[src/verilog/chipset_cfg.svh]
`ifndef CHIPSET_CFG_SVH
`define CHIPSET_CFG_SVH

// Address map
`define RAM_BASE_NIBBLE 4'h1          // Top nibble of any RAM address
`define DSP_ADDR        32'hFF000000
`define SW_ADDR         32'hFF000004
`define KBD_ADDR        32'hFF000008
`define UART_ADDR       32'hFF000010

// System RAM size in 32-bit words
`define RAM_WORDS       256

// Entries per device queue
`define FIFO_DEPTH      4

// Clocks per UART bit
`define UART_DIVISOR    16

// Clocks per display digit, kept short for simulation
`define DSP_DIVISOR     8

`endif

[src/verilog/event_fifo.sv]
`timescale 1ns/10ps

module event_fifo #(
    parameter type payload_t = logic [7:0],
    parameter int  DEPTH     = 4
) (
    input  logic     cpu_clk_i,
    input  logic     rst_i,
    input  logic     push_i,
    input  payload_t data_i,
    input  logic     pop_i,
    output payload_t data_o,
    output logic     valid_o
);

    localparam int PTR_W = (DEPTH > 1) ? $clog2(DEPTH) : 1;
    localparam int CNT_W = $clog2(DEPTH + 1);

    payload_t         mem [DEPTH];
    logic [PTR_W-1:0] rd_ptr_r;
    logic [PTR_W-1:0] wr_ptr_r;
    logic [CNT_W-1:0] count_r;
    logic             do_pop_w;
    logic             do_push_w;

    assign valid_o   = (count_r != '0);
    assign data_o    = mem[rd_ptr_r];
    assign do_pop_w  = pop_i && valid_o;
    // Full queue drops unless a pop frees a slot this cycle
    assign do_push_w = push_i && ((count_r != CNT_W'(DEPTH)) || do_pop_w);

    always_ff @(posedge cpu_clk_i) begin
        if (do_push_w)
            mem[wr_ptr_r] <= data_i;
    end

    always_ff @(posedge cpu_clk_i) begin
        if (rst_i) begin
            rd_ptr_r <= '0;
            wr_ptr_r <= '0;
            count_r  <= '0;
        end else begin
            if (do_push_w)
                wr_ptr_r <= (wr_ptr_r == PTR_W'(DEPTH - 1)) ? '0 : wr_ptr_r + 1'b1;
            if (do_pop_w)
                rd_ptr_r <= (rd_ptr_r == PTR_W'(DEPTH - 1)) ? '0 : rd_ptr_r + 1'b1;
            if (do_push_w && !do_pop_w)
                count_r <= count_r + 1'b1;
            else if (do_pop_w && !do_push_w)
                count_r <= count_r - 1'b1;
        end
    end

endmodule

[config.mk]
export PLATFORM = sky130hd
export DESIGN_NAME = event_fifo
export DESIGN_NICKNAME = d
export VERILOG_FILES = /design/src/verilog/chipset_cfg.svh /design/src/verilog/event_fifo.sv
export SDC_FILE = /design/constraint.sdc
export NUM_CORES = 1
export LEC_CHECK = 0
export BUFFER_PORTS_ARGS = -buffer_cell sky130_fd_sc_hd__clkbuf_2
export CAP_MARGIN = 20
export CORE_ASPECT_RATIO = 1.25
export CORE_MARGIN = 2
export CORE_UTILIZATION = 60
export CTS_BUF_LIST = sky130_fd_sc_hd__clkbuf_16
export DETAILED_ROUTE_END_ITERATION = 16
export PLACE_DENSITY = 0.81
export SLEW_MARGIN = 20
export SYNTH_ARGS = -nofsm -noshare
export SYNTH_HDL_FRONTEND = slang
export SYNTH_SLANG_ARGS = --single-unit
[constraint.sdc]
create_clock -name cpu_clk_i -period 5.3 [get_ports cpu_clk_i]
set_input_delay 0.265 -clock cpu_clk_i [delete_from_list [all_inputs] [get_ports cpu_clk_i]]
set_output_delay 0.265 -clock cpu_clk_i [all_outputs]
set_load 0.01 [all_outputs]
==> impl_results.md <==
- Run status: complete, no violations
- Mux contribution to synthesized area: 0.123
- Clk pwr share: 0.313
- RSZ-0062 raised after global routing: false
- CP startpoint kind: register
- Worst EP arrival: between 2 and 3 ns
- Final non-filler cell total: 147
- Initial Util: 0.621
- Fmax: ~0.43 GHz
- Total Nets Final: around 130
- Clock tree buffer depth: 2
- WL/cell: 17.0 um
- Slowest stage delay, CP: ~0.52 ns
- Root buf cell: clkbuf_16
- Clock-pin transition on the worst setup and hold timing paths: 0.06 ns
- Register share of total power: 0.472
- Initial antenna violation count: 0
- Largest net degree at the start of global routing: 13
- Synth Net Count: between 100 and 150
- Placed cell count: approximately 140
- CTS Buf Count: 5
- Min-delay worst type: in2reg
- Post_cts resized: 0
- DP HPWL: approximately 1800 um
- IO Pins: 21
- Clock Skews: about 0.0052 ns
- Hold_buf cts: 0
- Max Cap Viol: 0
- Die Y-Extent: approximately 62 um
- Crit Path Category: reg2reg
- # rows: 21
- CP max-delay cell: o31ai_1
- CP Buf/Inv Count: 1
- Core area: between 2000 and 3000 um^2
- Port buffer count: 20
- Mapped Area: 1630 um^2
- Post-Synthesis Cells: 88
- Gr ovfl total: 0
- Avg Inst Size Synth: 18.5 um^2
- Vias in the first global route: 876
- Worst setup EP type: register
- Power Density: between 400 and 500 nW/um^2
- Via/cell ratio: about 5.7
- Switch share: 0.268
- Worst-Skew Late Latency: 0.28 ns
- Tmin final: between 2 and 2.5 ns
- Antenna diodes: 0
- CTS tree: yes
- Simple logic cell fraction of the synthesized area: 0.0652
- Gp weighted congestion: 0.741
- Total clock sinks: 41
- Worst VDD drop: between 300 and 400 uV
- CTS H-tree depth: 2
- Most common cell after layout, fill and taps aside: edfxtp_1
- Most frequent cells in the layout: edfxtp_1, clkbuf_2, dfxtp_1, mux4_2, ha_1
- Share of cells above drive strength 1: 0.389
- DRT iter0 DRCs: 13
- Synth Area in XOR/XNOR: 0.0107
- Adder-Cell Fraction of Synth Area: 0.0583
- Total number of vias: ~840
- Netlist cell types: 25
- Max FO, Critical Path: 5
- Internal power: between 0.6 and 0.7 mW
- Comb power frac: 0.215
- Final hold vios: 0
- Die Span X: about 51 um
- CP Data Required Time: 5.51 ns
- Setup total negative slack: 0 ns
- Slew margin rel.: 0.631
- Layout area overhead: 16.5%
- Pre-antenna DRT Iters: 4
- Switching power: approximately 0.24 mW
- Seq/Total Area, Yosys: 0.699
- Main combinational cell family by area after synthesis: multiplexers
- Worst-Margin Slew: roughly 0.55 ns
- Post-Route WL: roughly 2500 um
- First-pass GRT wire length: around 4200 um
- Top delay family on crit path: compound AO/OA/AOI/OAI gates
- Tcrit/Tclk final: 0.437
- Setup-failing EPs final: 0
- Post-synthesis compound-gate area fraction: 0.0291
- Leak pwr: around 0.72 nW
- GRT Total Usage: 0.187
- Fillers: 180
- Post-CTS setup buffer count: 0
- Die area: about 3200 um^2
- Crit path cell chain: o31ai_1 > ha_1 > inv_1 > fa_1 > xor2_1 > or3_1 > a21oi_1
- Yosys warning total: 0
- Drc violations: 0
- Flop-to-flop setup slack: just under 3 ns
- Post-DRT Antenna Nets: 0
- Number of synthesized register bits: around 40
- Slew Limit Fails: 0
## final timing paths
| path | cells past startpoint | end | from |
|---|---|---|---|
| worst max-delay path | 7 | count_r[2] | count_r[0] |
| worst min-delay path | 1 | mem[1][5] | data_i[5] |
| worst max register to register | 7 | count_r[2] | count_r[0] |
| worst min register to register | 2 | register | rd_ptr_r[0] |
## area by class of cell
| type | instances | area (um^2) | share of cell area |
|---|---|---|---|
| Inverter | 3 | 11.3 | 0.00592 |
| Sequential cell | 41 | 1140 | 0.600 |
| Tap cell | 34 | 42.5 | 0.0224 |
| Clock inverter | 3 | 13.8 | 0.00724 |
| Clock buffer | 5 | 125 | 0.0658 |
| Multi-Input combinational cell | 41 | 467 | 0.246 |
| Timing Repair Buffer | 20 | 100 | 0.0527 |
## Yosys cell counts
cell type | number | area (um^2)
a21oi_1 | 2 | 10.0
and2_4 | 1 | 8.76
and3_2 | 4 | 30.0
buf_1 | 1 | 3.75
buf_2 | 1 | 5.00
clkbuf_1 | 1 | 3.75
dfxtp_1 | 9 | 180
edfxtp_1 | 32 | 961
fa_1 | 1 | 20.0
ha_1 | 6 | 75.1
inv_1 | 3 | 11.3
mux2i_1 | 2 | 20.0
mux4_2 | 8 | 180
nand2_1 | 1 | 3.75
nand3_1 | 1 | 5.00
nand4b_1 | 1 | 8.76
nor2_1 | 3 | 11.3
nor3_1 | 1 | 5.00
o21ai_0 | 1 | 5.00
o31ai_1 | 1 | 7.51
o31ai_2 | 2 | 25.0
or3_1 | 2 | 12.5
or3_2 | 1 | 7.51
or4b_4 | 1 | 13.8
xor2_1 | 2 | 17.5
## power by group through the flow
stage                     Combinational (mW)  Sequential [mW]  Clock (mW)
after floorplan                        0.154            0.412           0
after global placement                 0.185            0.430           0
after detailed placement               0.195            0.433           0
after CTS                              0.197            0.428       0.287
after global routing                   0.216            0.434       0.300
final                                  0.194            0.426       0.283
## logic make-up after synthesis
family          Yosys count
mux                      10
flops                    41
fa+ha+maj                 7
simple gates             16
compound gates            6
xor+xnor                  2
buf+inv                   6
## metrics by stage
stage | power (mW) | area, um^2 | setup slack, ns | util | hold slack, ns
floorplan | 0.566 | 1630 | 3.23 | - | 0.364
global placement | 0.614 | 1760 | 3.15 | 0.670 | 0.478
detailed placement | 0.629 | 1760 | 2.99 | 0.670 | 0.487
CTS | 0.911 | 1900 | 2.97 | 0.723 | 0.198
global route | 0.949 | 1900 | 2.72 | 0.723 | 0.202
finish | 0.903 | 1900 | 2.98 | 0.723 | 0.203
## state kept, by name, summed over array words and instances (netlist names), named ones only
register	cells
count_r	3
wr_ptr_r	2
rd_ptr_r	2
mem	32
## routing by layer
metal / global-route usage / up-vias / share of wire
li1: - / 393 / -
met1: 0.215 / 414 / 0.37
met2: 0.309 / 28 / 0.55
met3: 0.0601 / 6 / 0.058
met4: 0.0946 / 0 / 0.025
met5: 0 / - / 0
Power figures use the tool's default switching activity.
