==> config.mk <==
export PLATFORM = sky130hd
export DESIGN_NAME = uart_receiver
export DESIGN_NICKNAME = d
export VERILOG_FILES = /design/src/verilog/chipset_pkg.sv /design/src/verilog/uart_receiver.sv
export VERILOG_INCLUDE_DIRS = /design/src /design/src/verilog
export SDC_FILE = /design/constraint.sdc
export NUM_CORES = 1
export LEC_CHECK = 0
export BUFFER_PORTS_ARGS = -buffer_cell sky130_fd_sc_hd__buf_2
export CAP_MARGIN = 5
export CORE_ASPECT_RATIO = 0.75
export CORE_MARGIN = 10
export CORE_UTILIZATION = 30
export CTS_BUF_LIST = sky130_fd_sc_hd__clkbuf_8
export DETAILED_ROUTE_END_ITERATION = 12
export SLEW_MARGIN = 15
export SYNTH_ARGS = -nofsm -noshare
export SYNTH_HDL_FRONTEND = slang
export SYNTH_SLANG_ARGS = --single-unit
==> constraint.sdc <==
create_clock -name cpu_clk_i -period 2 [get_ports cpu_clk_i]
set_clock_uncertainty 0.2 [all_clocks]
set_input_delay 0.5 -clock cpu_clk_i [delete_from_list [all_inputs] [get_ports cpu_clk_i]]
set_output_delay 0.5 -clock cpu_clk_i [all_outputs]
set_load 0.05 [all_outputs]
==> src/verilog/chipset_cfg.svh <==
`ifndef CHIPSET_CFG_SVH
`define CHIPSET_CFG_SVH

// Address map
`define RAM_BASE_NIBBLE 4'h1          // Top nibble of any RAM address
`define DSP_ADDR        32'hFF000000
`define SW_ADDR         32'hFF000004
`define KBD_ADDR        32'hFF000008
`define UART_ADDR       32'hFF000010

// System RAM size in 32-bit words
`define RAM_WORDS       256

// Entries per device queue
`define FIFO_DEPTH      4

// Clocks per UART bit
`define UART_DIVISOR    16

// Clocks per display digit, kept short for simulation
`define DSP_DIVISOR     8

`endif

==> src/verilog/chipset_pkg.sv <==
package chipset_pkg;

    typedef logic [31:0] word_t;
    typedef logic [7:0]  byte_t;

    // One data port request from the CPU
    typedef struct packed {
        word_t      addr;
        word_t      wdata;
        logic [3:0] wmask;   // One bit per byte lane
        logic       read;
    } bus_req_t;

    // One-hot device select
    typedef struct packed {
        logic ram;
        logic display;
        logic switches;
        logic keyboard;
        logic uart;
    } chip_select_t;

    // Key press or release
    typedef struct packed {
        logic  released;  // Code came after an F0 prefix
        byte_t code;
    } kbd_event_t;

endpackage

==> src/verilog/uart_receiver.sv <==
`timescale 1ns/10ps
`include "chipset_cfg.svh"

module uart_receiver
    import chipset_pkg::*;
(
    input  logic  cpu_clk_i,
    input  logic  rst_i,
    input  logic  uart_rxd_i,
    output byte_t byte_o,
    output logic  push_o
);

    localparam int               CNT_W     = $clog2(`UART_DIVISOR);
    localparam logic [CNT_W-1:0] BIT_LAST  = CNT_W'(`UART_DIVISOR - 1);
    localparam logic [CNT_W-1:0] HALF_LAST = CNT_W'(`UART_DIVISOR / 2 - 1);

    typedef enum logic [1:0] {IDLE, START, DATA, STOP} state_t;

    state_t           state_r;
    logic [1:0]       rxd_sync_r;
    logic             rxd_w;
    logic [CNT_W-1:0] clk_cnt_r;
    logic [2:0]       bit_idx_r;
    byte_t            shift_r;

    assign rxd_w  = rxd_sync_r[1];
    assign byte_o = shift_r;

    always_ff @(posedge cpu_clk_i) begin
        if (rst_i)
            rxd_sync_r <= 2'b11;  // Line idles high
        else
            rxd_sync_r <= {rxd_sync_r[0], uart_rxd_i};
    end

    always_ff @(posedge cpu_clk_i) begin
        if (rst_i) begin
            state_r   <= IDLE;
            clk_cnt_r <= '0;
            bit_idx_r <= '0;
            push_o    <= 1'b0;
        end else begin
            push_o <= 1'b0;
            case (state_r)
                IDLE: begin
                    clk_cnt_r <= '0;
                    if (!rxd_w)
                        state_r <= START;
                end
                START: begin
                    if (clk_cnt_r == HALF_LAST) begin
                        clk_cnt_r <= '0;
                        bit_idx_r <= '0;
                        state_r   <= rxd_w ? IDLE : DATA;  // Glitch returns to idle
                    end else begin
                        clk_cnt_r <= clk_cnt_r + 1'b1;
                    end
                end
                DATA: begin
                    if (clk_cnt_r == BIT_LAST) begin
                        clk_cnt_r <= '0;
                        shift_r   <= {rxd_w, shift_r[7:1]};
                        bit_idx_r <= bit_idx_r + 3'd1;
                        if (bit_idx_r == 3'd7)
                            state_r <= STOP;
                    end else begin
                        clk_cnt_r <= clk_cnt_r + 1'b1;
                    end
                end
                STOP: begin
                    if (clk_cnt_r == BIT_LAST) begin
                        push_o  <= rxd_w;  // Framing error drops the byte
                        state_r <= IDLE;
                    end else begin
                        clk_cnt_r <= clk_cnt_r + 1'b1;
                    end
                end
                default: state_r <= IDLE;
            endcase
        end
    end

endmodule

==> impl_metrics.csv <==
group,metric,value,unit
worst_setup_path,endpoint,"byte_o[1]",
worst_setup_path,startpoint_type,"flip-flop",
clock_network,cts_hold_buf,0,
cells_and_area,final_common_cell,"dfxtp_1",
detailed_routing,routed_wl,1540,µm
synth,synthesis.area,861,µm²
grt,gr-usage-met3,0.0353,
place,placed_area,956,µm²
job,cap_violations,0,
synth,async_flop_share,0,
cells_and_area,fillerInstances,284,
worst_setup_path,cp-startpoint,"clk_cnt_r[0]",
worst_setup_path,r2r-end,"byte_o[1]",
worst_hold_path,hp-class,"reg -> reg",
synth,synth_ff_type,"dfxtp_1",
clock_network,cts_buffers,3,
cells_and_area,fin_nets,96,
pwr,ir_worst_vdd,356,µV
worst_setup_path,crit_arrival,1.45,ns
pwr,leakage,0.384,nW
clock_network,cts_sinks,20,
place,io_buffers,11,
grt,grt_max_degree,15,
clock_network,cts.htree.levels,1,
clock_network,clockBufferDepth,2,
cells_and_area,antenna-diode-count,0,
synth,avgSynthCellArea,11.3,µm²
sta,relSlewSlack,0.718,
detailed_routing,drtAntennaViolNets,0,
synth,syn-instance-count,76,
worst_setup_path,cp-end-kind,"flip-flop",
cells_and_area,drive_gt1_frac,0.303,
synth,synth-edff-count,8,
worst_setup_path,r2r_cells,4,
detailed_routing,num_vias,598,
clock_network,cts_tree,"built",
cells_and_area,area_growth,17.4,%
outcome,status,"finished, final reports clean",
grt,globalRoute.busiestLayer,"met1",
worst_setup_path,rrSetupSlack,0.31,ns
sta,setup_violations,0,
synth,synth_warnings,0,
sta,period_share,0.844,
detailed_routing,drc,0,
detailed_routing,drtIter0Drc,16,
grt,grt_overflow,0,
clock_network,ctsResizeCount,0,
detailed_routing,via_per_inst,4.78,
floorplan,start_util,0.321,
grt,antenna_found_initial,0,
worst_setup_path,critPathKind,"reg -> reg",
cells_and_area,postLayoutCellArea,1010,µm²
worst_setup_path,timing.rr.start,"clk_cnt_r[0]",
sta,hold_viol_final,0,
detailed_routing,drt_first_pass_iters,4,
pwr,fin_total_pwr,0.748,mW
sta,tightest_slew,0.423,ns
detailed_routing,wl_per_cell,12.3,µm
grt,grtUsageMet1,0.0840,
floorplan,core,2680,µm²
floorplan,dieArea,5430,µm²
place,finalWeightedCongestion,0.746,
sta,timing.final.crit_period,1.69,ns
sta,fin_tns_setup,0,ns
sta,holdWs,0.219,ns
sta,slew_violations,0,
sta,rsz0062_at_grt,"false",
synth,synth_nets,82,
synth,synth_seq_cells,20,
cells_and_area,final_cell_mix,"dfxtp_1, buf_2, edfxtp_1",
pwr,p_per_area,740,nW/µm²
grt,grt_pass1_wl,2670,µm
clock_network,cts-root-buf,"clkbuf_8",
floorplan,die_w,81.9,µm
synth,synth_seq_area_share,0.558,
place,place_hpwl,1170,µm
worst_setup_path,critPathRequiredTime,1.76,ns
grt,grt_pass1_vias,581,
floorplan,boundaryPins,12,
clock_network,clkTransAtPathRegs,0.07,ns
floorplan,rows,16,
worst_setup_path,cp_max_fo,10,
grt,grtUsageMet2,0.0820,
grt,track_usage,0.0612,
sta,fmax,592,MHz
synth,synth.distinct_cells,35,
clock_network,clk_latency,0.25,ns
clock_network,cts_setup_buffers,0,
floorplan,die_height,66.4,µm
-- worst min path at each step --
stage,startpoint,to,slack [ns],depth (start not counted)
2_1_floorplan,rxd_sync_r[0],rxd_sync_r[1],0.19,1
3_3_place_gp,rxd_sync_r[0],rxd_sync_r[1],0.20,1
3_5_place_dp,rxd_sync_r[0],rxd_sync_r[1],0.20,1
4_1_cts,uart_rxd_i,rxd_sync_r[0],0.22,2
5_1_grt,uart_rxd_i,rxd_sync_r[0],0.22,2
6_report,rxd_sync_r[0],rxd_sync_r[1],0.22,1
-- power breakdown --
| group | switching [mW] | internal, mW |
|---|---|---|
| Sequential | 0.00431 | 0.424 |
| Combinational | 0.00957 | 0.00939 |
| Clock | 0.126 | 0.175 |
| Total | 0.139 | 0.609 |
-- cell usage after synthesis, drive strengths merged (2+ instances only) --
cell type  count  area (µm²)
nand2b         3        18.8
dfxtp         12         240
inv            4        15.0
nor2           6        25.0
nand3          4        20.0
a211oi         2        15.0
buf            3        16.3
a21oi          4        20.0
ha             3        37.5
o221ai         2        17.5
or2            2        12.5
nand2          2        7.51
nor3           3        20.0
o2bb2ai        2        17.5
edfxtp         8         240
-- worst max-delay path: stages (launching register included) --
cell     delay [ns]
dfxtp_1        0.38
ha_1           0.32
nand4_1        0.17
nor3_2         0.13
buf_4          0.19
-- flip-flops by register name, indices dropped and copies added, names as in the netlist, named ones only --
name / flops
byte_o: 8
rxd_sync_r: 2
clk_cnt_r: 4
state_r: 1
push_o: 1
bit_idx_r: 3
-- cells by family after synthesis --
| group | after synthesis | synth area share |
|---|---|---|
| compound gates | 16 | 0.153 |
| xor+xnor | 1 | 0.0102 |
| fa+ha+maj | 3 | 0.0436 |
| buf+inv | 8 | 0.0407 |
| flops | 20 | 0.558 |
| simple gates | 28 | 0.195 |
-- per-layer routing --
metal  share of wire  routed length (µm)  vias up
met2            0.40                 612        9
met4               0                   0        0
met5               0                   0        -
met1            0.53                 811      282
li1                -                   -      307
met3           0.077                 118        0
-- cell type report --
cell class	count	area, µm²	share of cell area
inverters	4	15.0	0.0149
well taps	36	45.0	0.0446
multi-input cells	48	345	0.342
clock buffers	4	55.1	0.0545
repair buffers	13	70.1	0.0693
flip-flops and latches	20	480	0.475
-- through the flow --
step / utilization / cells / worst slack, ns
final: 0.377 / 125 / 0.312
after global routing: 0.377 / 125 / 0.200
after CTS: 0.377 / 125 / 0.305
after detailed placement: 0.356 / 121 / 0.315
after global placement: 0.356 / 121 / 0.359
after floorplan: - / 76 / 0.214
Power figures use the tool's default switching activity.
