===== config.mk =====
export PLATFORM = sky130hd
export DESIGN_NAME = seg_display
export DESIGN_NICKNAME = d
export VERILOG_FILES = /design/src/verilog/chipset_pkg.sv /design/src/verilog/seg_display.sv
export VERILOG_INCLUDE_DIRS = /design/src /design/src/verilog
export SDC_FILE = /design/constraint.sdc
export NUM_CORES = 1
export LEC_CHECK = 0
export ABC_AREA = 1
export BUFFER_PORTS_ARGS = -buffer_cell sky130_fd_sc_hd__buf_2
export CORE_MARGIN = 4
export CORE_UTILIZATION = 45
export DETAILED_ROUTE_END_ITERATION = 10
export PLACE_DENSITY = 0.76
export SETUP_SLACK_MARGIN = 0.05
export SLEW_MARGIN = 20
export SYNTH_ARGS = -nofsm -noshare
export SYNTH_HDL_FRONTEND = slang
export SYNTH_SLANG_ARGS = --single-unit

===== constraint.sdc =====
create_clock -name cpu_clk_i -period 5.1 [get_ports cpu_clk_i]
set_clock_uncertainty 0.1 [all_clocks]
set_input_delay 0.765 -clock cpu_clk_i [delete_from_list [all_inputs] [get_ports cpu_clk_i]]
set_output_delay 0.765 -clock cpu_clk_i [all_outputs]
set_load 0.1 [all_outputs]

===== src/verilog/chipset_cfg.svh =====
`ifndef CHIPSET_CFG_SVH
`define CHIPSET_CFG_SVH

// Address map
`define RAM_BASE_NIBBLE 4'h1          // Top nibble of any RAM address
`define DSP_ADDR        32'hFF000000
`define SW_ADDR         32'hFF000004
`define KBD_ADDR        32'hFF000008
`define UART_ADDR       32'hFF000010

// System RAM size in 32-bit words
`define RAM_WORDS       256

// Entries per device queue
`define FIFO_DEPTH      4

// Clocks per UART bit
`define UART_DIVISOR    16

// Clocks per display digit, kept short for simulation
`define DSP_DIVISOR     8

`endif


===== src/verilog/chipset_pkg.sv =====
package chipset_pkg;

    typedef logic [31:0] word_t;
    typedef logic [7:0]  byte_t;

    // One data port request from the CPU
    typedef struct packed {
        word_t      addr;
        word_t      wdata;
        logic [3:0] wmask;   // One bit per byte lane
        logic       read;
    } bus_req_t;

    // One-hot device select
    typedef struct packed {
        logic ram;
        logic display;
        logic switches;
        logic keyboard;
        logic uart;
    } chip_select_t;

    // Key press or release
    typedef struct packed {
        logic  released;  // Code came after an F0 prefix
        byte_t code;
    } kbd_event_t;

endpackage


===== src/verilog/seg_display.sv =====
`timescale 1ns/10ps
`include "chipset_cfg.svh"

module seg_display
    import chipset_pkg::*;
(
    input  logic       cpu_clk_i,
    input  logic       rst_i,
    input  logic       cs_i,
    input  bus_req_t   bus_req_i,
    output word_t      rdata_o,
    output logic [7:0] dsp_anode_o,
    output logic [7:0] dsp_cathode_o
);

    localparam int SCAN_W = $clog2(`DSP_DIVISOR);

    word_t             value_r;
    logic [SCAN_W-1:0] scan_cnt_r;
    logic [2:0]        digit_r;
    logic [3:0]        nibble_w;
    logic [6:0]        seg_w;     // Active low, g down to a

    always_ff @(posedge cpu_clk_i) begin
        if (rst_i) begin
            value_r <= '0;
        end else if (cs_i) begin
            for (int lane = 0; lane < 4; lane++) begin
                if (bus_req_i.wmask[lane])
                    value_r[lane*8 +: 8] <= bus_req_i.wdata[lane*8 +: 8];
            end
        end
    end

    always_ff @(posedge cpu_clk_i) begin
        rdata_o <= value_r;
    end

    always_ff @(posedge cpu_clk_i) begin
        if (rst_i) begin
            scan_cnt_r <= '0;
            digit_r    <= '0;
        end else if (scan_cnt_r == SCAN_W'(`DSP_DIVISOR - 1)) begin
            scan_cnt_r <= '0;
            digit_r    <= digit_r + 3'd1;  // Next digit
        end else begin
            scan_cnt_r <= scan_cnt_r + 1'b1;
        end
    end

    assign nibble_w = value_r[digit_r*4 +: 4];

    always_comb begin
        case (nibble_w)
            4'h0: seg_w = 7'b1000000;
            4'h1: seg_w = 7'b1111001;
            4'h2: seg_w = 7'b0100100;
            4'h3: seg_w = 7'b0110000;
            4'h4: seg_w = 7'b0011001;
            4'h5: seg_w = 7'b0010010;
            4'h6: seg_w = 7'b0000010;
            4'h7: seg_w = 7'b1111000;
            4'h8: seg_w = 7'b0000000;
            4'h9: seg_w = 7'b0010000;
            4'hA: seg_w = 7'b0001000;
            4'hB: seg_w = 7'b0000011;
            4'hC: seg_w = 7'b1000110;
            4'hD: seg_w = 7'b0100001;
            4'hE: seg_w = 7'b0000110;
            default: seg_w = 7'b0001110;
        endcase
    end

    assign dsp_anode_o   = ~(8'b1 << digit_r);
    assign dsp_cathode_o = {1'b1, seg_w};  // Decimal point off

endmodule


==> summary.txt, run 1 <==
Pwr
  – Peak supply drop: 0.216 mV
  – Leak: 0.00171 uW
  – Power Dens Cells: a little under 400 nW/um^2

Hold path
  – Hold path start: value_r[7]
  – Hold Crit Class: flop to flop
  – Hold endpoint: rdata_o[7]
  – Hold path cells: 0

Die
  – Die width: 87.1 um
  – Cell Rows: 28
  – Number of placed I/O pins: 120
  – Die Ht: 87.1 um
  – Core ar.: 5990 um^2
  – Die area: 7590 um^2
  – Initial core utilization: 47.0%

CTS
  – # hold bufs at CTS: 0
  – Post-CTS setup buffers: 0
  – TritonCTS clock tree: built
  – Root buf cell: clkbuf_8
  – Worst skew pair latency: around 0.33 ns
  – Max Root-Sink Buffers: 2
  – H-tree levels: 3
  – Clk sink count: 70
  – CTS Buf Count: 9
  – Resized cells post-CTS: 0
  – Clock-pin slew on the worst setup and hold paths: 0.07 ns

Global route
  – Grt total ovfl: 0
  – Vias in the first global route: 2271
  – Largest net degree at the start of global routing: 37
  – GR Util All Layers: 17.5%
  – Initial antenna violation count: 0
  – First-pass GRT wire length: slightly above 10000 um

Synth
  – Post-Syn Area: about 2800 um^2
  – Synth Instances: 339
  – Syn Nets: 425
  – Seq/Total Area, Yosys: 49.8%
  – Synth Area per Inst: 8.31 um^2
  – Synth cell types: 25
  – Register bit total from synthesis: 70
  – Synth warnings: 0

Setup path
  – Path type of the worst setup path: flop to output pin
  – Setup crit start kind: flop
  – CP max-delay cell: dfxtp_1
  – FF-to-FF End: digit_r[1]
  – Reg2reg path depth: 4
  – R2r setup slk: 3.14 ns
  – Max incr delay on CP: approximately 0.85 ns
  – CP required: approximately 4.2 ns
  – CP Launch Point: digit_r[0]
  – Worst r2r src: digit_r[0]
  – Crit path max fanout: 22
  – CP most frequent cell: nand2_1
  – Critical-path cell list: inv_2 -> nand2_1 -> nand3_2 -> nand3_2 -> nand2_2 -> inv_1 -> ha_1 -> nand3_1 -> nand2_1 -> nand2_1 -> nand2_1 -> buf_2
  – CP arrival: 3.02 ns
  – Crit. End Element: output pin

STA
  – Final worst slack: 1.21 ns
  – Fin. Hold Viols: 0
  – Setup Total Neg Slack: 0 ns
  – Max Fclk: 257 MHz
  – Post-layout minimum cycle time: 3.89 ns
  – Worst-margin pin slew: slightly below 0.9 ns
  – Final setup vio count: 0
  – Rel. slew slack: 41.1%
  – Unrepaired setup endpoints after global routing: no
  – Pins Over Slew Limit: 0
  – Fin crit share: 76.3%

Layout
  – Fin area: between 3000 and 4000 um^2
  – Layout area overhead: 22.1%
  – # nets final: approximately 510
  – Final core occ: a little under three fifths
  – Layout cells sized above 1: just under 30%
  – N_diodes: 0
  – FILL cells: 584

Route
  – Total Wirelength: ~6300 um
  – First DRT Iteration DRCs: 106
  – Drt wl/cell: around 13 um
  – DRC: 0
  – Drt pass-1 iters: 4
  – Vias per cell: 4.81
  – Via Count: approximately 2400
  – DRT antenna net count: 0

Placement
  – DP Area: between 3000 and 4000 um^2
  – IO Port Bufs: 85
  – Pre-CTS WS: 1.57 ns
  – RePlAce Congestion: ~0.83
  – Final HPWL from detailed placement: approximately 4600 um

Run status
  – Status: finished, final reports clean

Flow run
  – Max capacitance violation total: 0
-- final cells by class --
cell class / instances / area, um^2 / area share [%]
clock inverters: 6 / 61.3 / 1.78
multi-input cells: 215 / 1160 / 33.8
well taps: 75 / 93.8 / 2.73
flip-flops and latches: 70 / 1400 / 40.8
repair buffers: 85 / 425 / 12.4
clock buffers: 10 / 138 / 4.00
inverters: 41 / 156 / 4.55
-- sequential cells by signal, indices dropped and copies added (netlist names) --
register    cells
value_r        32
rdata_o        32
digit_r         3
scan_cnt_r      3
-- per-layer routing --
metal,vias up,global-route usage [%],routed length [um]
li1,1249,-,-
met1,1067,22.0,2750
met2,88,28.3,2890
met3,10,4.16,542
met4,0,8.23,95
met5,-,0,0
-- synthesized netlist by cell type, drive strengths merged --
| cell type | n | area, um^2 |
|---|---|---|
| nand3 | 30 | 210 |
| ha | 14 | 175 |
| nand2 | 74 | 319 |
| conb | 1 | 3.75 |
| dfxtp | 70 | 1400 |
| nor2 | 27 | 104 |
| inv | 41 | 156 |
| buf | 6 | 60.1 |
| a21oi | 29 | 145 |
| clkbuf | 7 | 36.3 |
| nand3b | 2 | 15.0 |
| o21ai | 38 | 190 |
-- cell usage in the layout (no fill, tap or decap) --
cell type,instances
o21ai_0,35
nor2_1,26
nand3_2,7
dfxtp_1,70
clkbuf_8,10
nand3_4,2
nand2_4,1
clkinv_2,3
inv_4,1
nand3_1,21
inv_2,2
o21ai_1,3
nand2_8,1
nand2_2,7
nor2_2,1
a21oi_1,29
clkinvlp_4,1
buf_2,85
bufinv_16,1
conb_1,1
clkinv_4,1
ha_1,14
inv_1,38
nand2_1,65
nand3b_1,2
-- metrics by stage --
| step | hold WS (ns) | std cells | total power, uW |
|---|---|---|---|
| 3_3_place_gp | 0.234 | 486 | 914 |
| 3_5_place_dp | 0.238 | 486 | 918 |
| 6_report | 0.249 | 502 | 1340 |
| 5_1_grt | 0.256 | 502 | 1400 |
| 2_1_floorplan | 0.231 | 339 | 862 |
| 4_1_cts | 0.250 | 502 | 1350 |
-- worst max-delay path: cells and delay by family (launching register included) --
family,cells,cell delay [ns]
adder cells (fa/ha/maj),1,0.17
buffers and inverters,3,0.85
flip-flops,1,0.85
AND/OR/NAND/NOR,8,0.80
-- worst max path at each step --
| stage | to | slack (ns) | cells after the start |
|---|---|---|---|
| after global placement | dsp_cathode_o[5] | 1.57 | 12 |
| after CTS | dsp_cathode_o[3] | 1.18 | 12 |
| after floorplan | dsp_cathode_o[2] | 1.57 | 11 |
| after detailed placement | dsp_cathode_o[3] | 1.57 | 12 |
| after global routing | dsp_cathode_o[6] | 0.90 | 12 |
| final | dsp_cathode_o[3] | 1.21 | 12 |
-- logic make-up (layout without fill, tap and decap cells) --
kind of cell               count (synthesis)  in the layout  share of synthesized area (%)
buffers and inverters                     54            142                           8.97
and+or+nand+nor                          133            133                           23.0
adders and majority gates                 14             14                           6.22
other                                      1              1                          0.133
DFF                                       70             70                           49.8
AOI/OAI and AO/OA                         67             67                           11.9
-- power by group --
group | total [uW] | internal, uW | switching (uW)
Combinational | 308 | 55.5 | 253
Clock | 439 | 237 | 202
Sequential | 597 | 582 | 14.6
Total | 1340 | 875 | 470
(Power assumes the default switching activity.)
==> inputs of run 2 (changes only) <==
Clock period 5.1 ns to 4 ns, I/O delays scaled along.
==> run 2 against run 1 <==
Wire length increased by 1.9%. Critical path depth unchanged. Via count increased by 0.91%. Clock-buffer cell count increased by 2. Final cell count unchanged. Clock power increased by 25%. Sequential share of layout area about the same. Hold slack got worse by 0.0043 ns. Critical path type unchanged. Largest cell class unchanged.
==> summary.txt, run 2 (synthesized netlist as in run 1, its figures left out) <==
STA
  – Fin. Hold Viols: 0 (unchanged)
  – Max Fclk: 287 MHz
  – Fin crit share: ~87%
  – Unrepaired setup endpoints after global routing: no
  – Post-layout minimum cycle time: 3.49 ns
  – Final hold slack: 0.245 ns (-0.00426 ns)
  – Pins Over Slew Limit: 0 (unchanged)
  – Rel. slew slack: 39.9% (-1.2 points)
  – Final setup vio count: 0 (unchanged)
  – Worst-margin pin slew: 0.901 ns (+0.0179 ns)
  – Setup Total Neg Slack: 0 ns (unchanged)

Die
  – Cell Rows: 28 (unchanged)
  – Core ar.: 5990 um^2 (unchanged)
  – Die area: 7590 um^2 (unchanged)
  – Die Ht: 87.1 um (unchanged)
  – Die width: 87.1 um (unchanged)
  – Number of placed I/O pins: 120 (unchanged)
  – Initial core utilization: 47.0% (unchanged)

Setup path
  – Path type of the worst setup path: flop to output pin
  – Crit path max fanout: 17 (-23%)
  – CP required: 3.30 ns (-0.94 ns)
  – CP most frequent cell: nand2_1
  – Setup crit start kind: flop
  – Buf/Inv on CP: 3 (unchanged)
  – Max incr delay on CP: 0.68 ns (-0.17 ns)
  – CP arrival: 2.79 ns (-0.23 ns)
  – Cell family with most CP delay: buffers and inverters
  – Crit. End Element: output pin
  – CP max-delay cell: dfxtp_1
  – Critical-path cell list: inv_2 -> nand2_1 -> nand3_2 -> nand3_2 -> nand2_2 -> inv_1 -> ha_1 -> nand3_1 -> nand2_1 -> nand2_1 -> nand2_1 -> buf_2

Pwr
  – Peak supply drop: 0.262 mV (+21%)
  – Leak: 0.00170 uW (-0.46%)
  – Power Dens Cells: 495 nW/um^2 (+27%)

Layout
  – Area occupied by multi-input gates: 1160 um^2 (unchanged)
  – Layout cells sized above 1: 28.3% (-0.47 points)
  – Most common cell after layout, fill and taps aside: buf_2
  – Largest registers: rdata_o (32), value_r (32)
  – Most frequent cells in the layout: buf_2 (85), dfxtp_1 (70), nand2_1 (65), inv_1 (38), o21ai_0 (35)
  – FILL cells: 557 (-4.6%)
  – N_diodes: 0 (unchanged)
  – Layout area overhead: 22.0% (about the same)
  – Seq. cell area: 1400 um^2 (unchanged)
  – # nets final: 509 (+0.20%)

CTS
  – H-tree levels: 3 (unchanged)
  – Resized cells post-CTS: 0 (unchanged)
  – CTS Buf Count: 9 (unchanged)
  – Clock-pin slew on the worst setup and hold paths: 0.07 ns (about the same)
  – TritonCTS clock tree: built
  – Worst skew pair latency: 0.34 ns (about the same)
  – Max Root-Sink Buffers: 2 (unchanged)
  – Post-CTS setup buffers: 0 (unchanged)
  – # hold bufs at CTS: 0 (unchanged)
  – Root buf cell: clkbuf_8
  – Clk sink count: 70 (unchanged)

Run status
  – Status: finished, final reports clean

Route
  – Drt pass-1 iters: 4 (unchanged)
  – Drt wl/cell: 12.8 um (+1.9%)
  – Via Count: 2436 (+0.91%)
  – DRT antenna net count: 0 (unchanged)
  – DRC: 0 (unchanged)
  – Vias per cell: 4.85 (+0.91%)
  – First DRT Iteration DRCs: 101 (-4.7%)
  – Total Wirelength: 6400 um (+1.9%)

Global route
  – GR Util All Layers: 18.0% (+0.50 points)
  – Grt total ovfl: 0 (unchanged)
  – Largest net degree at the start of global routing: 37 (unchanged)
  – First-pass GRT wire length: 10600 um (+2.1%)
  – Vias in the first global route: 2324 (+2.3%)
  – Initial antenna violation count: 0 (unchanged)

Placement
  – IO Port Bufs: 85 (unchanged)
  – RePlAce Congestion: 0.828 (-0.46%)
  – Final HPWL from detailed placement: 4630 um (+1.7%)

Flow run
  – Max capacitance violation total: 0 (unchanged)

Hold path
  – Hold Crit Class: flop to flop
==> run 2: cell types whose count changed in the layout (fill, tap and decap cells not counted) <==
cell / delta
clkinv_4: -1
clkbuf_1: +2
clkinv_2: -3
clkinvlp_4: +1
buf_4: +1
==> run 2: power by group <==
part	internal [uW]	switching, uW
logic	70.9	323
registers	743	18.6
clock network	302	246
==> run 2: through the flow <==
step / total power [uW] / instances / worst slack [ns] / instance area (um^2) / utilization, %
floorplan: 1100 / 339 / 0.637 / 2820 / -
global placement: 1160 / 487 / 0.929 / 3250 / 54.2
detailed placement: 1170 / 487 / 0.888 / 3250 / 54.2
CTS: 1710 / 502 / 0.512 / 3440 / 57.4
global route: 1780 / 502 / 0.219 / 3440 / 57.4
finish: 1700 / 502 / 0.513 / 3440 / 57.4
==> run 2: layout make-up <==
| cell class | instances | area share [%] |
|---|---|---|
| repair buffers | 86 | 12.6 |
| multi-input cells | 215 | 33.8 |
| flip-flops and latches | 70 | 40.8 |
| inverters | 41 | 4.55 |
| well taps | 75 | 2.73 |
| clock inverters | 3 | 1.31 |
| clock buffers | 12 | 4.22 |
==> run 2: final timing paths <==
path               start                to  slack, ns  depth (start not counted)
min          value_r[29]       rdata_o[29]       0.24                          0
max           digit_r[0]  dsp_cathode_o[3]       0.51                         12
min reg2reg  value_r[29]       rdata_o[29]       0.24                          0
max reg2reg   digit_r[0]        digit_r[1]       2.27                          4
==> run 2: layer usage <==
| layer | share of wire [%] | track usage, % |
|---|---|---|
| met1 | 42 | 22.1 |
| met2 | 45 | 28.7 |
| met3 | 11 | 6.43 |
| met4 | 1.5 | 7.39 |
| met5 | 0 | 0 |
