File: config.mk
export PLATFORM = sky130hd
export DESIGN_NAME = ps2_receiver
export DESIGN_NICKNAME = d
export VERILOG_FILES = /design/src/verilog/chipset_cfg.svh /design/src/verilog/chipset_pkg.sv /design/src/verilog/ps2_receiver.sv
export SDC_FILE = /design/constraint.sdc
export NUM_CORES = 1
export LEC_CHECK = 0
export CORE_UTILIZATION = 59
export CTS_CLUSTER_DIAMETER = 150
export CTS_CLUSTER_SIZE = 25
export DETAILED_ROUTE_END_ITERATION = 10
export DONT_BUFFER_PORTS = 1
export PLACE_DENSITY_LB_ADDON = 0.08
export SLEW_MARGIN = 20
export SYNTH_ARGS = -nofsm -noshare
export SYNTH_HDL_FRONTEND = slang
export SYNTH_SLANG_ARGS = --single-unit
export TNS_END_PERCENT = 30
File: constraint.sdc
create_clock -name cpu_clk_i -period 2.4 [get_ports cpu_clk_i]
set_clock_uncertainty 0.05 [all_clocks]
set_input_delay 0.6 -clock cpu_clk_i [delete_from_list [all_inputs] [get_ports cpu_clk_i]]
set_output_delay 0.6 -clock cpu_clk_i [all_outputs]
set_load 0.05 [all_outputs]
File: src/verilog/chipset_cfg.svh
`ifndef CHIPSET_CFG_SVH
`define CHIPSET_CFG_SVH

// Address map
`define RAM_BASE_NIBBLE 4'h1          // Top nibble of any RAM address
`define DSP_ADDR        32'hFF000000
`define SW_ADDR         32'hFF000004
`define KBD_ADDR        32'hFF000008
`define UART_ADDR       32'hFF000010

// System RAM size in 32-bit words
`define RAM_WORDS       256

// Entries per device queue
`define FIFO_DEPTH      4

// Clocks per UART bit
`define UART_DIVISOR    16

// Clocks per display digit, kept short for simulation
`define DSP_DIVISOR     8

`endif

File: src/verilog/chipset_pkg.sv
package chipset_pkg;

    typedef logic [31:0] word_t;
    typedef logic [7:0]  byte_t;

    // One data port request from the CPU
    typedef struct packed {
        word_t      addr;
        word_t      wdata;
        logic [3:0] wmask;   // One bit per byte lane
        logic       read;
    } bus_req_t;

    // One-hot device select
    typedef struct packed {
        logic ram;
        logic display;
        logic switches;
        logic keyboard;
        logic uart;
    } chip_select_t;

    // Key press or release
    typedef struct packed {
        logic  released;  // Code came after an F0 prefix
        byte_t code;
    } kbd_event_t;

endpackage

File: src/verilog/ps2_receiver.sv
`timescale 1ns/10ps

module ps2_receiver
    import chipset_pkg::*;
(
    input  logic       cpu_clk_i,
    input  logic       rst_i,
    input  logic       ps2_clk_i,
    input  logic       ps2_data_i,
    output kbd_event_t event_o,
    output logic       push_o
);

    logic [2:0]  clk_sync_r;    // Two sync stages plus previous value
    logic [1:0]  data_sync_r;
    logic        fall_w;
    logic [10:0] frame_r;       // Start, 8 data, parity, stop
    logic [3:0]  bit_cnt_r;
    logic        frame_done_r;
    logic        release_pending_r;
    logic        frame_ok_w;
    byte_t       code_w;

    assign fall_w = clk_sync_r[2] && !clk_sync_r[1];
    assign code_w = frame_r[8:1];

    // Start low, odd parity over data and parity, stop high
    assign frame_ok_w = !frame_r[0] && (^frame_r[9:1]) && frame_r[10];

    assign push_o  = frame_done_r && frame_ok_w && (code_w != 8'hF0);
    assign event_o = '{released: release_pending_r, code: code_w};

    always_ff @(posedge cpu_clk_i) begin
        if (rst_i) begin
            clk_sync_r  <= '1;
            data_sync_r <= '1;
        end else begin
            clk_sync_r  <= {clk_sync_r[1:0], ps2_clk_i};
            data_sync_r <= {data_sync_r[0], ps2_data_i};
        end
    end

    always_ff @(posedge cpu_clk_i) begin
        if (fall_w)
            frame_r <= {data_sync_r[1], frame_r[10:1]};  // LSB arrives first
    end

    always_ff @(posedge cpu_clk_i) begin
        if (rst_i) begin
            bit_cnt_r         <= '0;
            frame_done_r      <= 1'b0;
            release_pending_r <= 1'b0;
        end else begin
            frame_done_r <= fall_w && (bit_cnt_r == 4'd10);
            if (fall_w)
                bit_cnt_r <= (bit_cnt_r == 4'd10) ? 4'd0 : bit_cnt_r + 4'd1;
            if (frame_done_r && frame_ok_w)
                release_pending_r <= (code_w == 8'hF0);  // Prefix arms, next code clears
        end
    end

endmodule

==> impl_metrics.ini, run 1 <==
[finish]
multi_input_area_um2 = 291.5
regArea_um2 = 550.5
diodes = 0
area_delta_synth_final_pct = 8.119
layout_common_cells = 12 x buf_4, 11 x dfxtp_1, 11 x edfxtp_1
layout_commonest_cell = buf_4
n_fill_cell = 95
final_cells = 97
nets = 91
drive_gt1_share_pct = 28.05

[clock_network]
cts_hold_buf = 0
htreeDepth = 1
clk_pin_slew_ns = 0.11
cts_made_buffers = 3
cts_root_buffer = clkbuf_4
worst_skew_pair.late_latency_ns = 0.30
clock_path_buffers = 2
cts_tree = built
clock_sinks = 22

[grt]
grt_overflow = 0
grt_antenna_before_repair = 0
track_usage_pct = 18.92
grt_max_degree = 15
grt_pass1_wl_um = 2359
grt_pass1_vias = 484

[floorplanning]
coreArea_um2 = 1383
placementRows = 13
io-pin-count = 14
die_area_um2 = 1729
dieWidth_um = 41.59
die_h_um = 41.59
initial_utilization_pct = 66.88

[timing]
fmaxAchievable_mhz = 389.6
slew_headroom_pct = 66.63
layout_setup_ws_ns = -0.1665
hold_viol_final = 0
finalCriticalPeriod_ns = 2.566
rsz0062_at_grt = true
finalCritPeriodShare_pct = 106.9
holdWs_ns = 0.2972
slew_viol_final = 0
setup_viol_count_final = 1
worst_slew_pin_slew_ns = 0.4999

[synthesis]
synth_compound_area_share_pct = 6.360
synth_area_um2 = 924.6
synthCells = 76
synthAdderAreaFrac_pct = 5.413
synth_fp_nets = 84
synthMuxAreaShare_pct = 0
synth_cell_types = 25
syn_area_per_cell_um2 = 12.17
synth_simple_gate_area_share_pct = 13.26
synth_top_family_by_area = simple AND/OR/NAND/NOR gates
ys_warn_count = 0
ys_seq_area_share_pct = 59.54
ys_seq_elements = 22
synth-xor-area-share_pct = 5.277

[min_path]
min_path_type = in2reg
hold_start = rst_i
min_to = bit_cnt_r[3]
holdPathStages = 1

[critical_path]
cp.arrival_ns = 1.92
crit_chain = ha_1 -> xnor3_1 -> xnor2_2 -> and3_4
cp-end-kind = primary output
cp-startpoint = frame_r[7]
required_ns = 1.75
worst_setup_path_start_kind = flip-flop
r2r_cells = 6
worstPathMaxFanout = 2
reg2reg_from = frame_r[7]
worstSetupPathType = reg2out
critPathBufInv = 0
critPathTopFamily = XOR/XNOR gates
r2r-end = release_pending_r
ff2ff_setup_slack_ns = 0.47
critPathSlowestCell = edfxtp_1
critical_path.max_stage_delay_ns = 0.43

[run_status]
violations = negative setup slack
outcome = finished, violations left

[flow_run]
drv_cap = 0

[routing]
drc = 0
routed_wl_um = 1331
antenna_left = 0
viasPerCell = 5.340
wire_per_inst_um = 13.72
drtPass1Iterations = 2
num_vias = 518
drt_iter0_markers = 7

[placed_design]
numPortBuffers = 0
gp_congestion = 0.6796
dp_hpwl_um = 915.4
dp_cells = 89

[power]
p_per_area_nw_per_um2 = 625.6
finalPower_mw = 0.6255
p_leak_nw = 0.3984
ir_worst_vdd_v = 0.0004438
report_power, final:
group	internal, mW	total (mW)	switching (mW)
logic	0.0226	0.0498	0.0271
registers	0.403	0.408	0.00519
clock network	0.0648	0.168	0.103
total	0.490	0.625	0.135
worst max-delay path by stage:
stage               endpoint  slack [ns]  cells after the start
finish                push_o       -0.17                      4
global route          push_o       -0.24                      4
CTS                   push_o       -0.18                      5
detailed placement    push_o        0.07                      4
global placement      push_o        0.11                      5
floorplan             push_o        0.14                      4
cell type report:
class | instances | share of cell area, %
inverters | 6 | 2.253
flip-flops and latches | 22 | 55.07
clock buffers | 4 | 2.628
multi-input cells | 38 | 29.16
repair buffers | 12 | 9.011
well taps | 15 | 1.877
per-stage QoR:
step	TNS (ns)	utilization [%]	instance area, µm²	worst slack, ns
3_3_place_gp	0	67.42	932.1	0.1081
5_1_grt	-0.2390	72.31	999.7	-0.2390
3_5_place_dp	0	67.42	932.1	0.06794
4_1_cts	-0.1805	72.31	999.7	-0.1805
2_1_floorplan	0	-	924.6	0.1428
6_report	-0.1665	72.31	999.7	-0.1665
repair_timing:
item / 4_1_cts / 5_1_grt
endpoints found under the hold margin: 0 / 0
setup endpoints to repair: 1 / 1
gates resized for setup: 2 / 0
pin swaps: 4 / 3
setup buffers: 4 / 0
cells by family (layout without fill, tap and decap cells):
logic type,after synthesis,count (layout)
buffers and inverters,16,22
AND/OR/NAND/NOR,21,21
adder cells (fa/ha/maj),4,4
flip-flops,22,22
AO/OA/AOI/OAI,9,9
XOR/XNOR,4,4
sequential cells by signal, indices dropped and copies added, names as in the netlist:
name / flops
frame_r: 11
bit_cnt_r: 4
clk_sync_r: 3
data_sync_r: 2
frame_done_r: 1
release_pending_r: 1
per-layer routing:
metal  vias to the layer above  track usage, %  wire (µm)
li1                        262               -          -
met1                       240           25.44        630
met2                        11           26.56        606
met3                         5           6.087         54
met5                         -               0          0
met4                         0           11.61         39
cell usage after synthesis, drive strengths merged:
master   n  area share [%]
buf      9             7.3
o21ai    3             1.6
xor2     2             1.9
xnor3    1             2.4
inv      6             2.4
or2      5             3.4
a211oi   1            0.81
o31ai    1             1.4
nor4b    1            0.95
xnor2    1            0.95
nand2b   1            0.68
nor2     3             1.2
nand3    1            0.54
ha       4             5.4
nor2b    2             1.4
nand4    1            0.68
dfxtp   11              24
nor3b    1            0.81
clkbuf   1            0.41
nand2    3             1.2
a21oi    3             1.6
nand3b   2             1.6
edfxtp  11              36
a211o    1            0.95
and3     1            0.81
Power figures use the tool's default switching activity.
==> inputs of run 2 (changes only) <==
--- a/config.mk
+++ b/config.mk
@@ -5,11 +5,12 @@
 export SDC_FILE = /design/constraint.sdc
 export NUM_CORES = 1
 export LEC_CHECK = 0
-export CORE_UTILIZATION = 59
+export ABC_AREA = 1
+export BUFFER_PORTS_ARGS = -buffer_cell sky130_fd_sc_hd__buf_4
+export CORE_UTILIZATION = 53
 export CTS_CLUSTER_DIAMETER = 150
 export CTS_CLUSTER_SIZE = 25
 export DETAILED_ROUTE_END_ITERATION = 10
-export DONT_BUFFER_PORTS = 1
 export PLACE_DENSITY_LB_ADDON = 0.08
 export SLEW_MARGIN = 20
 export SYNTH_ARGS = -nofsm -noshare
==> run 2 against run 1 <==
The flow finishes with violations (design-rule violations). Largest power group unchanged. First-iteration DRC count down 43%. Sequential share of layout area down 8.2 points. Global-route usage down 2.7 points. Core utilization up 2.2 points. Flip-flop and latch count unchanged.
==> impl_metrics.ini, run 2 <==
[clock_network]
cts_tree = built
cts_root_buffer = clkbuf_4
htreeDepth = 1
clock_sinks = 22
cts_hold_buf = 0
cts_made_buffers = 3
clock_path_buffers = 2
clk_pin_slew_ns = 0.12
worst_skew_pair.late_latency_ns = 0.30

[synthesis]
synthCells = 93
ys_warn_count = 0
synth-edff-count = 11
synth_cell_types = 17
synth_area_um2 = 935.9
synth_most_common_cell = inv_1
yosysTopAreaCellShare_pct = 35.29
ys_seq_area_share_pct = 58.82
yosys.area.top_type = edfxtp_1
synth_area_leaders = edfxtp_1 35%, dfxtp_1 24%, buf_4 7.2%
synth_fp_nets = 101
syn_area_per_cell_um2 = 10.06
ys_async_sr_fraction_pct = 0
synth_flop_cell = edfxtp_1
ys_seq_elements = 22
yosys-top-cells-count = 15 x inv_1, 11 x dfxtp_1, 11 x edfxtp_1, 11 x nand2_1, 9 x buf_4

[finish]
largest_reg_flops = 11
nets = 118
diodes = 0
fin_util_pct = 74.52
top_register = frame_r
layout_commonest_cell = buf_4
top_regs = frame_r (11), bit_cnt_r (4), clk_sync_r (3)
final_cells = 125
design_area_um2 = 1175
drive_gt1_share_pct = 44.04
area_delta_synth_final_pct = 25.54
layout_common_cells = 21 x buf_4, 11 x dfxtp_1, 11 x edfxtp_1

[min_path]
min_path_type = reg2reg
hold_start = clk_sync_r[0]
holdPathStages = 1
min_to = clk_sync_r[1]

[placed_design]
numPortBuffers = 13
post-place-ws_ns = 0.2794
dp_hpwl_um = 929.2
gp_congestion = 0.6981
post_dp_cell_area_um2 = 982.2
dp_cells = 112

[grt]
grt_max_degree = 15
grt_overflow = 0
grt_pass1_vias = 584
grt_pass1_wl_um = 2290
grt_antenna_before_repair = 0
track_usage_pct = 16.18

[timing]
slew_headroom_pct = 66.01
layout_setup_ws_ns = 0.03365
worst_slew_pin_slew_ns = 0.5092
slew_viol_final = 0
hold_viol_final = 0
setup_viol_count_final = 0
finalCriticalPeriod_ns = 2.366
finalCritPeriodShare_pct = 98.60
fmaxAchievable_mhz = 422.6
holdWs_ns = 0.3715
tns_ns = 0
rsz0062_at_grt = true

[critical_path]
cp.arrival_ns = 1.72
ff2ff_setup_slack_ns = 0.83
worst_setup_path_start_kind = flip-flop
r2r_cells = 11
r2r-end = release_pending_r
required_ns = 1.75
critical_path.max_stage_delay_ns = 0.46
worstSetupPathType = reg2out
path_common_cell = nand2_2
cp-end-kind = primary output
worstPathMaxFanout = 2
critPathTopFamily = flip-flops
cp-startpoint = frame_r[8]
crit_chain = ha_4 -> nand2_2 -> nand2_2 -> nand2_2 -> nand2_1 -> nand2_1 -> nand2_2 -> nand3_2 -> inv_2 -> buf_8
critPathSlowestCell = edfxtp_1
reg2reg_from = frame_r[8]
critPathBufInv = 2

[power]
ir_worst_vdd_v = 0.0004625
p_sw_mw = 0.1513
power_frac_comb_pct = 7.9
p_per_area_nw_per_um2 = 636.1
internal-power_mw = 0.5960
p_leak_nw = 0.5127
seqPwrFrac_pct = 54.6
finalPower_mw = 0.7473
clkPwrFrac_pct = 37.4
swShare_pct = 20.24

[floorplanning]
placementRows = 14
io-pin-count = 14
initial_utilization_pct = 59.37
die_h_um = 44.02
dieWidth_um = 44.02
coreArea_um2 = 1577
die_area_um2 = 1938

[routing]
antenna_left = 0
viasPerCell = 4.896
num_vias = 612
drc = 1
wire_per_inst_um = 12.20
drtPass1Iterations = 6
drt_iter0_markers = 4
routed_wl_um = 1525

[flow_run]
drv_cap = 0

[run_status]
outcome = finished, violations left
violations = design-rule violations
run 2: cell count changes after synthesis, sizes merged, moves of 2 or more:
cell,before,now
nand3,1,6
nor3,0,3
o21ai,3,0
inv,6,15
nand2,3,15
nand3b,2,0
nor2,3,9
nor2b,2,0
run 2: how the worst max path moves through the flow:
stage	end	slack, ns	cells past startpoint
2_1_floorplan	push_o	0.31	10
3_3_place_gp	push_o	0.30	10
3_5_place_dp	push_o	0.28	12
4_1_cts	push_o	0.01	11
5_1_grt	push_o	-0.08	12
6_report	push_o	0.03	10
run 2: final cells by class:
cell class | instances | area (µm²)
tap | 16 | 20.02
fill | 117 | 401.6
clock inverter | 1 | 30.03
inverter | 15 | 56.30
timing repair buffer | 22 | 172.7
sequential | 22 | 550.5
multi-input combinational | 46 | 322.8
clock buffer | 3 | 22.52
run 2: power by group through the flow:
stage | registers, mW | clock network (mW) | logic (mW)
after floorplan | 0.415 | 0 | 0.0392
after global placement | 0.416 | 0 | 0.0465
after detailed placement | 0.416 | 0 | 0.0472
after CTS | 0.407 | 0.280 | 0.0517
after global routing | 0.410 | 0.300 | 0.0647
final | 0.408 | 0.280 | 0.0593
run 2: cell families after synthesis:
logic type	count (synthesis)	synth area share (%)
buffers and inverters	25	13.64
AO/OA/AOI/OAI	3	1.604
flip-flops	22	58.82
adder cells (fa/ha/maj)	4	5.348
AND/OR/NAND/NOR	38	19.65
XOR/XNOR	1	0.9360
run 2: per-layer routing:
layer  track usage (%)  routed length [µm]
met1             17.25                 609
met2             30.00                 847
met3             3.673                  52
met4             7.273                  14
met5                 0                   0
run 2: repair_timing:
action,in CTS,in global routing
pin swaps,1,2
endpoints found under the setup margin,1,1
resized for setup,4,10
setup buffers,5,4
==> inputs of run 3 (changes only) <==
--- a/config.mk
+++ b/config.mk
@@ -6,13 +6,13 @@
 export NUM_CORES = 1
 export LEC_CHECK = 0
 export ABC_AREA = 1
-export BUFFER_PORTS_ARGS = -buffer_cell sky130_fd_sc_hd__buf_4
-export CORE_UTILIZATION = 53
+export CORE_UTILIZATION = 59
 export CTS_CLUSTER_DIAMETER = 150
 export CTS_CLUSTER_SIZE = 25
 export DETAILED_ROUTE_END_ITERATION = 10
+export DONT_BUFFER_PORTS = 1
 export PLACE_DENSITY_LB_ADDON = 0.08
-export SLEW_MARGIN = 20
+export SLEW_MARGIN = 10
 export SYNTH_ARGS = -nofsm -noshare
 export SYNTH_HDL_FRONTEND = slang
 export SYNTH_SLANG_ARGS = --single-unit
==> run 3 against run 2 <==
The flow finishes with violations (negative setup slack). Cell count down 8.0%. Clock-buffer cell count unchanged. Clock power about the same. Critical path depth is 1 higher. Core utilization down 3.5 points. Non-clock buffer count fell by 10. Worst hold slack got worse by 0.067 ns. First-iteration DRC count rose by 100%. Sequential power about the same. Register-to-register slack lost 0.12 ns. Largest power group unchanged.
==> impl_metrics.ini, run 3 (synthesis results as in run 2) <==
[finish]
nets = 108
top_regs = frame_r (11), bit_cnt_r (4), clk_sync_r (3)
regArea_um2 = 550.5
layout_common_cells = 11 x inv_1, 11 x nand2_1, 11 x dfxtp_1, 11 x edfxtp_1, 11 x buf_4
largest_reg_flops = 11
area_delta_synth_final_pct = 12.97
drive_gt1_share_pct = 32.32
design_area_um2 = 1057
top_register = frame_r
multi_input_area_um2 = 275.3
n_fill_cell = 112
diodes = 0

[routing]
num_vias = 579
routed_wl_um = 1428
drc = 0
wire_per_inst_um = 12.42
drtPass1Iterations = 4
antenna_left = 0
drt_iter0_markers = 8
viasPerCell = 5.035

[min_path]
min_path_type = in2reg

[floorplanning]
placementRows = 14
die_area_um2 = 1749
die_h_um = 41.83
coreArea_um2 = 1489
io-pin-count = 14
initial_utilization_pct = 62.86
dieWidth_um = 41.83

[critical_path]
required_ns = 1.75
cp-startpoint = frame_r[7]
crit_chain = ha_1 -> inv_2 -> nand2_2 -> nand2_2 -> nand2_2 -> nand2_1 -> nand2_1 -> nand2_2 -> nand3_2 -> inv_2 -> buf_12
r2r-end = release_pending_r
worstSetupPathType = reg2out
critical_path.max_stage_delay_ns = 0.41
critPathBufInv = 3
r2r_cells = 10
worstSetupEndpoint = push_o
cp-end-kind = primary output
worstPathMaxFanout = 2
critPathSlowestCell = edfxtp_1
ff2ff_setup_slack_ns = 0.71
reg2reg_from = frame_r[7]
path_depth = 11
worst_setup_path_start_kind = flip-flop
cp.arrival_ns = 1.76
path_common_cell = nand2_2
critPathTopFamily = simple AND/OR/NAND/NOR gates

[power]
p_leak_nw = 0.4650
seqPwrFrac_pct = 55.5
ir_worst_vdd_v = 0.0003638
p_per_area_nw_per_um2 = 693.8
clkPwrFrac_pct = 37.8
power_frac_comb_pct = 6.7
p_sw_mw = 0.1441
internal-power_mw = 0.5894
swShare_pct = 19.65

[grt]
grt_pass1_wl_um = 2256
use_met3_pct = 6.087
grt-busiest-layer = met2
grt_overflow = 0
grt_pass1_vias = 533
track_usage_pct = 17.66
met2_usage_pct = 29.06
grt_max_degree = 15
grt_antenna_before_repair = 0
met1_usage_pct = 19.94

[clock_network]
clock_path_buffers = 2
cts_tree = built
cts_root_buffer = clkbuf_4
cts_hold_buf = 0
htreeDepth = 1
cts_made_buffers = 3
clock_sinks = 22
clk_pin_slew_ns = 0.12
worst_skew_pair.late_latency_ns = 0.30

[placed_design]
gp_congestion = 0.6948
post_dp_cell_area_um2 = 964.7
numPortBuffers = 0
dp_hpwl_um = 998.7

[timing]
slew_viol_final = 0
finalCritPeriodShare_pct = 100.4
fmaxAchievable_mhz = 415.2
tns_ns = -0.008671
slew_headroom_pct = 64.24
worst_slew_pin_slew_ns = 0.5356
holdWs_ns = 0.3047
hold_viol_final = 0
finalCriticalPeriod_ns = 2.409
rsz0062_at_grt = true
setup_viol_count_final = 1
layout_setup_ws_ns = -0.008671

[flow_run]
drv_cap = 0

[run_status]
violations = negative setup slack
outcome = finished, violations left
-- run 3: per-layer routing --
layer,up-vias,share of wire [%]
li1,298,-
met1,269,43
met2,12,52
met3,0,5.7
met4,0,0
met5,-,0
-- run 3: layout make-up --
class                           instances  area share [%]
Tap cell                               16           1.893
Inverter                               15           5.325
Timing Repair Buffer                   12           9.704
Multi-Input combinational cell         46           26.04
Sequential cell                        22           52.07
Clock inverter                          1           2.840
Clock buffer                            3           2.130
-- run 3: repair_timing --
action,4_1_cts,5_1_grt
pin swaps,3,4
endpoints found under the setup margin,1,1
gates resized for setup,3,3
hold endpoints to repair,0,0
buffers inserted,1,2
-- run 3: power groups by stage --
stage                     logic (mW)  registers, mW  clock network, mW
after detailed placement      0.0433          0.415                  0
after global placement        0.0426          0.415                  0
after global routing          0.0525          0.408              0.297
final                         0.0494          0.407              0.277
after floorplan               0.0392          0.415                  0
after CTS                     0.0458          0.407              0.282
-- run 3: worst min-delay path by stage --
| stage | from | endpoint | slack (ns) | cells after the start |
|---|---|---|---|---|
| floorplan | data_sync_r[1] | frame_r[10] | 0.34 | 0 |
| finish | rst_i | bit_cnt_r[2] | 0.30 | 1 |
| global placement | data_sync_r[1] | frame_r[10] | 0.34 | 0 |
| detailed placement | data_sync_r[1] | frame_r[10] | 0.34 | 0 |
| CTS | rst_i | bit_cnt_r[2] | 0.30 | 1 |
| global route | rst_i | bit_cnt_r[0] | 0.28 | 1 |
-- run 3: per-stage QoR --
stage | total power, mW | std cells | util, % | setup slack, ns
detailed placement | 0.4586 | 108 | 64.79 | 0.3297
floorplan | 0.4539 | 93 | - | 0.3106
global placement | 0.4575 | 108 | 64.79 | 0.3379
finish | 0.7335 | 115 | 71.01 | -0.008671
CTS | 0.7341 | 113 | 70.00 | -0.01144
global route | 0.7578 | 115 | 71.01 | -0.1093
-- run 3: worst reg2reg max path, cell delays in order (launching register included) --
cell	delay, ns
edfxtp_1	0.41
ha_1	0.33
nand2_1	0.11
nand2_2	0.06
nand2_2	0.06
nand2_1	0.05
nand2_1	0.09
nand2_2	0.07
buf_4	0.13
a21oi_1	0.15
nor2_1	0.08
